`config.mk`:
```
export PLATFORM = sky130hd
export DESIGN_NAME = conv_layer
export DESIGN_NICKNAME = d
export VERILOG_FILES = /design/src/rtl/cnn_cfg_pkg.sv /design/src/rtl/cnn_types_pkg.sv /design/src/rtl/pointwise_mac.sv /design/src/rtl/requant_relu.sv /design/src/rtl/conv_layer.sv
export SDC_FILE = /design/constraint.sdc
export NUM_CORES = 2
export LEC_CHECK = 0
export BUFFER_PORTS_ARGS = -buffer_cell sky130_fd_sc_hd__clkbuf_2
export CAP_MARGIN = 30
export CELL_PAD_IN_SITES_DETAIL_PLACEMENT = 1
export CELL_PAD_IN_SITES_GLOBAL_PLACEMENT = 2
export CORE_MARGIN = 1.5
export CORE_UTILIZATION = 39
export CTS_CLUSTER_SIZE = 40
export DETAILED_ROUTE_END_ITERATION = 16
export GPL_TIMING_DRIVEN = 0
export PLACE_DENSITY = 0.8
export REMOVE_ABC_BUFFERS = 1
export SLEW_MARGIN = 20
export SYNTH_ARGS = -nofsm -noshare
export SYNTH_HDL_FRONTEND = slang
export SYNTH_SLANG_ARGS = --single-unit
```
`constraint.sdc`:
```
create_clock -name i_clk -period 21 [get_ports i_clk]
set_input_delay 4.2 -clock i_clk [delete_from_list [all_inputs] [get_ports i_clk]]
set_output_delay 4.2 -clock i_clk [all_outputs]
set_load 0.03 [all_outputs]
```
`src/rtl/cnn_cfg_pkg.sv`:
```
package cnn_cfg_pkg;

    // Numeric formats
    localparam int ACT_W   = 8;   // Unsigned activation
    localparam int WGT_W   = 8;   // Signed kernel weight
    localparam int BIAS_W  = 16;  // Signed bias
    localparam int SHIFT_W = 4;
    localparam int ACC_W   = 24;  // Signed accumulator

    // Weight port address map
    localparam int ADDR_W    = 12;
    localparam int LAYER_MSB = 11;
    localparam int LAYER_LSB = 10;
    localparam int KIND_MSB  = 9;
    localparam int KIND_LSB  = 8;
    localparam int IDX_MSB   = 7;
    localparam int IDX_LSB   = 0;

    // Field widths of a decoded write
    localparam int LAYER_W = LAYER_MSB - LAYER_LSB + 1;
    localparam int IDX_W   = IDX_MSB - IDX_LSB + 1;
    localparam int WDATA_W = 16;

    // Code 3 is reserved and answered with an error
    typedef enum logic [1:0] {
        WK_KERNEL = 2'd0,
        WK_BIAS   = 2'd1,
        WK_SHIFT  = 2'd2
    } wkind_e;

endpackage

```
`src/rtl/cnn_types_pkg.sv`:
```
package cnn_types_pkg;

    import cnn_cfg_pkg::*;

    // One decoded weight write, broadcast to all layers
    typedef struct packed {
        logic               valid;
        logic [LAYER_W-1:0] layer;
        wkind_e             kind;
        logic [IDX_W-1:0]   index;  // Kernel: out_ch * IN_CH + in_ch
        logic [WDATA_W-1:0] data;
    } wt_wr_t;

    typedef logic [ACT_W-1:0] act_t;

endpackage

```
`src/rtl/pointwise_mac.sv`:
```
module pointwise_mac #(
    parameter int IN_CH  = 3,
    parameter int OUT_CH = 4
) (
    input  logic                                             i_clk,
    input  logic                                             i_rst,
    input  logic [OUT_CH*IN_CH-1:0][cnn_cfg_pkg::WGT_W-1:0]  i_kernel,
    input  logic                                             i_valid,
    input  cnn_types_pkg::act_t [IN_CH-1:0]                  i_act,
    output logic                                             o_ready,
    output logic                                             o_valid,
    output logic [OUT_CH-1:0][cnn_cfg_pkg::ACC_W-1:0]        o_acc,
    input  logic                                             i_ready
);

    import cnn_cfg_pkg::*;

    logic [OUT_CH-1:0][ACC_W-1:0] acc_sum;
    logic [OUT_CH-1:0][ACC_W-1:0] acc_q;
    logic                         vld_q;

    always_comb begin
        logic signed [ACC_W-1:0] sum_v;
        for (int o = 0; o < OUT_CH; o++) begin
            sum_v = '0;
            for (int i = 0; i < IN_CH; i++) begin
                // Activation is unsigned, zero-extend before the signed multiply
                sum_v = sum_v + $signed({1'b0, i_act[i]}) * $signed(i_kernel[o*IN_CH+i]);
            end
            acc_sum[o] = sum_v;
        end
    end

    assign o_ready = ~vld_q | i_ready;  // Empty or draining

    always_ff @(posedge i_clk) begin
        if (i_rst) begin
            vld_q <= 1'b0;
        end else if (o_ready) begin
            vld_q <= i_valid;
        end
    end

    always_ff @(posedge i_clk) begin
        if (i_valid && o_ready) begin
            acc_q <= acc_sum;
        end
    end

    assign o_valid = vld_q;
    assign o_acc   = acc_q;

endmodule

```
`src/rtl/requant_relu.sv`:
```
module requant_relu #(
    parameter int OUT_CH = 4
) (
    input  logic                                      i_clk,
    input  logic                                      i_rst,
    input  logic [OUT_CH-1:0][cnn_cfg_pkg::BIAS_W-1:0] i_bias,
    input  logic [cnn_cfg_pkg::SHIFT_W-1:0]            i_shift,
    input  logic                                      i_valid,
    input  logic [OUT_CH-1:0][cnn_cfg_pkg::ACC_W-1:0]  i_acc,
    output logic                                      o_ready,
    output logic                                      o_valid,
    output cnn_types_pkg::act_t [OUT_CH-1:0]          o_act,
    input  logic                                      i_ready
);

    import cnn_cfg_pkg::*;
    import cnn_types_pkg::*;

    localparam int ACT_MAX = (1 << ACT_W) - 1;

    act_t [OUT_CH-1:0] res;
    act_t [OUT_CH-1:0] act_q;
    logic              vld_q;

    always_comb begin
        logic signed [ACC_W:0] biased;  // One guard bit for the bias add
        logic signed [ACC_W:0] scaled;
        for (int o = 0; o < OUT_CH; o++) begin
            biased = $signed(i_acc[o]) + $signed(i_bias[o]);
            scaled = biased >>> i_shift;
            if (scaled < 0) begin
                res[o] = '0;  // ReLU
            end else if (scaled > ACT_MAX) begin
                res[o] = act_t'(ACT_MAX);
            end else begin
                res[o] = scaled[ACT_W-1:0];
            end
        end
    end

    assign o_ready = ~vld_q | i_ready;

    always_ff @(posedge i_clk) begin
        if (i_rst) begin
            vld_q <= 1'b0;
        end else if (o_ready) begin
            vld_q <= i_valid;
        end
    end

    always_ff @(posedge i_clk) begin
        if (i_valid && o_ready) begin
            act_q <= res;
        end
    end

    assign o_valid = vld_q;
    assign o_act   = act_q;

endmodule

```
`src/rtl/conv_layer.sv`:
```
module conv_layer #(
    parameter int LAYER_ID = 0,
    parameter int IN_CH    = 3,
    parameter int OUT_CH   = 4
) (
    input  logic                             i_clk,
    input  logic                             i_rst,
    input  cnn_types_pkg::wt_wr_t            i_wt_wr,
    input  logic                             i_valid,
    input  cnn_types_pkg::act_t [IN_CH-1:0]  i_act,
    output logic                             o_ready,
    output logic                             o_valid,
    output cnn_types_pkg::act_t [OUT_CH-1:0] o_act,
    input  logic                             i_ready
);

    import cnn_cfg_pkg::*;

    logic [OUT_CH*IN_CH-1:0][WGT_W-1:0] kernel;
    logic [OUT_CH-1:0][BIAS_W-1:0]      bias;
    logic [SHIFT_W-1:0]                 shift;
    logic                               hit;

    logic                               mac_valid;
    logic                               rq_ready;
    logic [OUT_CH-1:0][ACC_W-1:0]       mac_acc;

    // Layer select happens here, the decoder broadcasts
    assign hit = i_wt_wr.valid && (i_wt_wr.layer == LAYER_W'(LAYER_ID));

    always_ff @(posedge i_clk) begin
        if (i_rst) begin
            kernel <= '0;
            bias   <= '0;
            shift  <= '0;
        end else if (hit) begin
            case (i_wt_wr.kind)
                WK_KERNEL: kernel[i_wt_wr.index] <= i_wt_wr.data[WGT_W-1:0];
                WK_BIAS:   bias[i_wt_wr.index] <= i_wt_wr.data[BIAS_W-1:0];
                WK_SHIFT:  shift <= i_wt_wr.data[SHIFT_W-1:0];
                default:   ;
            endcase
        end
    end

    pointwise_mac #(
        .IN_CH    (IN_CH),
        .OUT_CH   (OUT_CH)
    ) mac (
        .i_clk    (i_clk),
        .i_rst    (i_rst),
        .i_kernel (kernel),
        .i_valid  (i_valid),
        .i_act    (i_act),
        .o_ready  (o_ready),
        .o_valid  (mac_valid),
        .o_acc    (mac_acc),
        .i_ready  (rq_ready)
    );

    requant_relu #(
        .OUT_CH   (OUT_CH)
    ) requant (
        .i_clk    (i_clk),
        .i_rst    (i_rst),
        .i_bias   (bias),
        .i_shift  (shift),
        .i_valid  (mac_valid),
        .i_acc    (mac_acc),
        .o_ready  (rq_ready),
        .o_valid  (o_valid),
        .o_act    (o_act),
        .i_ready  (i_ready)
    );

endmodule

```
==> summary.md <==
| Metric | Value |
|---|---|
| Synthesis-stage register bit count | `294` |
| Row cnt | `131` |
| TritonCTS clock tree | `built` |
| Layout Skew | `0.0358 ns` |
| Area Overhead vs Synth | `7.48%` |
| Global-route wire length before repair | `230,000 um` |
| Number of global-route vias before repair | `41,000` |
| Synth Warn # | `0` |
| Final Hold Violating Endpoints | `0` |
| Post-synth EDFFs | `128` |
| 1st-pass router iterations | `5` |
| ANT cells | `0` |
| Synthesized area per cell | `8.68 um^2` |
| Minimum clock period | `11.07 ns` |
| Layout cells sized above 1 | `5.11%` |
| Die Footprint | `130,000 um^2` |
| GPL Wtd Cong | `0.841` |
| Drt first-iter violations | `1,938` |
| Status | `completed` |
| Psw | `433 uW` |
| Crit end category | `flip-flop` |
| # H-tree levels | `2` |
| DRC errors left | `0` |
| Post-synthesis sequential area ratio | `14.4%` |
| Ys async rst share | `0%` |
| CTS resizes | `0` |
| Req. time, crit path | `21.34 ns` |
| Clock-pin slew on the worst setup and hold paths | `0.06 ns` |
| Startpoint types | `input pin` |
| RSZ-0062 raised after global routing | `false` |
| Number of port buffers | `90` |
| Netlist cell types | `90` |
| I/O Pins | `91` |
| Switching Fraction | `27.8%` |
| Flop pwr share | `39.2%` |
| Worst vdd ir | `0.0000505 V` |
| Internal power | `1.13 mW` |
| Die Height | `361 um` |
| Setup slack, reg-to-reg | `13.73 ns` |
| Die width | `361 um` |
| Fin Setup TNS | `0 ns` |
| Overflow after GRT | `0` |
| Worst skew pair latency | `0.64 ns` |
| Post-CTS Setup Inserts | `0` |
| Power density cells | `29.1 nW/um^2` |
| Routed Antenna Nets | `0` |
| CTS max path bufs | `3` |
| Main synth FF type | `dfxtp_1` |
| # hold bufs at CTS | `0` |
| Family with the most delay on the worst path | `adder cells` |
| Combinational Power Share | `10.3%` |
| Nets | `6,953` |
| MaxCap Viol Count | `0` |
| Slew Limit Fails | `0` |
| Post-DP HPWL | `118,000 um` |
| Slew HR | `36.1%` |
| Slowest cell on crit path | `xnor2_1` |
| Synthesized cell area | `49,900 um^2` |
| Core area | `127,000 um^2` |
| Period utilisation layout | `52.7%` |
| Clk sinks | `294` |
| Syn Inst Count | `5,750` |
| Critical path type | `in -> reg` |
| Slew @ Worst Pin | `0.958 ns` |
| Buf/Inv on CP | `7` |
| Pwr Total | `1.56 mW` |
| CTS buffer count | `43` |
| Vias per cell | `5.29` |
| Hold WC Path Type | `reg -> reg` |
| Slowest stage delay, CP | `0.59 ns` |
| Clock network fraction of total power | `50.5%` |
| DR vias | `39,100` |
| Routed WL per cell | `19.5 um` |
| Effective utilization at floorplan | `39.2%` |
| Final setup violation count | `0` |
| CP arrival | `11.41 ns` |
| Crit Path Max Fanout | `32` |
| Root Driver | `clkbuf_16` |
| Max Fclk | `90.3 MHz` |
| Most used cell, CP | `inv_1` |
| Largest net degree at the start of global routing | `99` |
| Fillers | `14,800` |
| Total GRT Usage | `22.2%` |
| Leak pwr | `27.6 nW` |
| Antenna violations before repair | `0` |
| Final wirelength | `144,000 um` |
==> per-layer routing <==
metal / up-vias / GRT usage (%) / share of wire (%)
li1: 18900 / - / -
met1: 19500 / 32.1 / 50
met2: 584 / 34.8 / 43
met3: 165 / 2.92 / 4.2
met4: 0 / 5.86 / 2.5
met5: - / 0 / 0
==> worst min-delay path, cell delays in order (launching register included) <==
cell and delay (ns):
dfxtp_1 0.31, nand2_1 0.05, a21oi_1 0.05
==> cell type report <==
cell class / instances / area, um^2 / share of cell area [%]
multi-input cells: 4310 / 38400 / 71.7
inverters: 936 / 3520 / 6.57
repair buffers: 111 / 888 / 1.66
well taps: 1662 / 2080 / 3.88
clock inverters: 26 / 312 / 0.581
clock buffers: 53 / 1210 / 2.25
flip-flops and latches: 294 / 7180 / 13.4
==> layout by cell type, fill, tap and decap left out, drive strengths merged, types with 143 or more instances in the layout <==
master  netlist  final
fa          520    520
and2        515    515
nand2       448    448
mux2i       175    175
inv         935    939
a21oi       303    303
o21ai       181    181
dfxtp       166    166
clkbuf      180    143
nor2        378    378
ha          680    680
==> cells by family (layout without fill, tap and decap cells) <==
family	Yosys count	in the layout	share of synthesized area, %
xor+xnor	240	240	4.21
compound gates	935	935	12.1
fa+ha+maj	1200	1200	37.9
flops	294	294	14.4
simple gates	1702	1702	17.1
buf+inv	1146	1126	8.65
mux	233	233	5.65
==> state kept, by name, indices dropped and copies added, names as in the netlist <==
| register | count |
|---|---|
| bias | 64 |
| kernel | 96 |
| mac.o_valid | 1 |
| mac.o_acc | 96 |
| requant.o_valid | 1 |
| shift | 4 |
| requant.o_act | 32 |
==> path summary, 6_finish.rpt <==
| path | from | end | cells after the start |
|---|---|---|---|
| min | bias[54]$_SDFFE_PP0P_ | bias[54]$_SDFFE_PP0P_ | 2 |
| max | i_act[19] | mac.o_acc[71]$_DFFE_PP_ | 31 |
| max reg2reg | kernel[71]$_SDFFE_PP0P_ | mac.o_acc[71]$_DFFE_PP_ | 27 |
| min reg2reg | bias[54]$_SDFFE_PP0P_ | bias[54]$_SDFFE_PP0P_ | 2 |
==> power groups by stage <==
stage	Sequential, mW	Clock [mW]	Combinational [mW]
after floorplan	0.627	0	0.0673
after global placement	0.625	0	0.151
after detailed placement	0.623	0	0.160
after CTS	0.611	0.817	0.161
after global routing	0.611	0.832	0.172
final	0.611	0.787	0.161
==> synth_stat cells (23+ instances only) <==
cell type / number / share of area [%]
o21bai_1: 41 / 0.62
clkbuf_1: 180 / 1.4
nand2_1: 447 / 3.4
and2_1: 514 / 6.4
a21o_1: 67 / 1.0
a21oi_1: 301 / 3.0
a211oi_1: 31 / 0.47
edfxtp_1: 128 / 7.7
nor3_1: 44 / 0.44
xnor2_1: 135 / 2.4
nand2b_1: 77 / 0.97
nor2b_1: 45 / 0.56
o21a_1: 63 / 0.95
o211ai_1: 26 / 0.39
or3_1: 29 / 0.36
inv_1: 934 / 7.0
fa_1: 520 / 21
ha_1: 680 / 17
a31oi_1: 24 / 0.30
nand3_1: 61 / 0.61
o21ai_0: 168 / 1.7
xor2_1: 105 / 1.8
nor2_1: 378 / 2.8
dfxtp_1: 166 / 6.7
mux4_2: 37 / 1.7
mux2i_1: 175 / 3.5
and3_1: 27 / 0.34
nand4_1: 23 / 0.29
==> through the flow <==
step           setup slack (ns)  instance area, um^2  hold WS (ns)  cells  util [%]
6_report                   9.93                53600         0.462   7392      42.2
4_1_cts                   10.01                53600         0.463   7392      42.2
5_1_grt                    9.41                53600         0.484   7392      42.2
2_1_floorplan             10.95                49100         0.435   5540         -
3_3_place_gp               9.40                51600         0.447   7292      40.6
3_5_place_dp               9.33                52100         0.454   7313      41.0
Note: power is estimated with default switching activity, not from simulation.
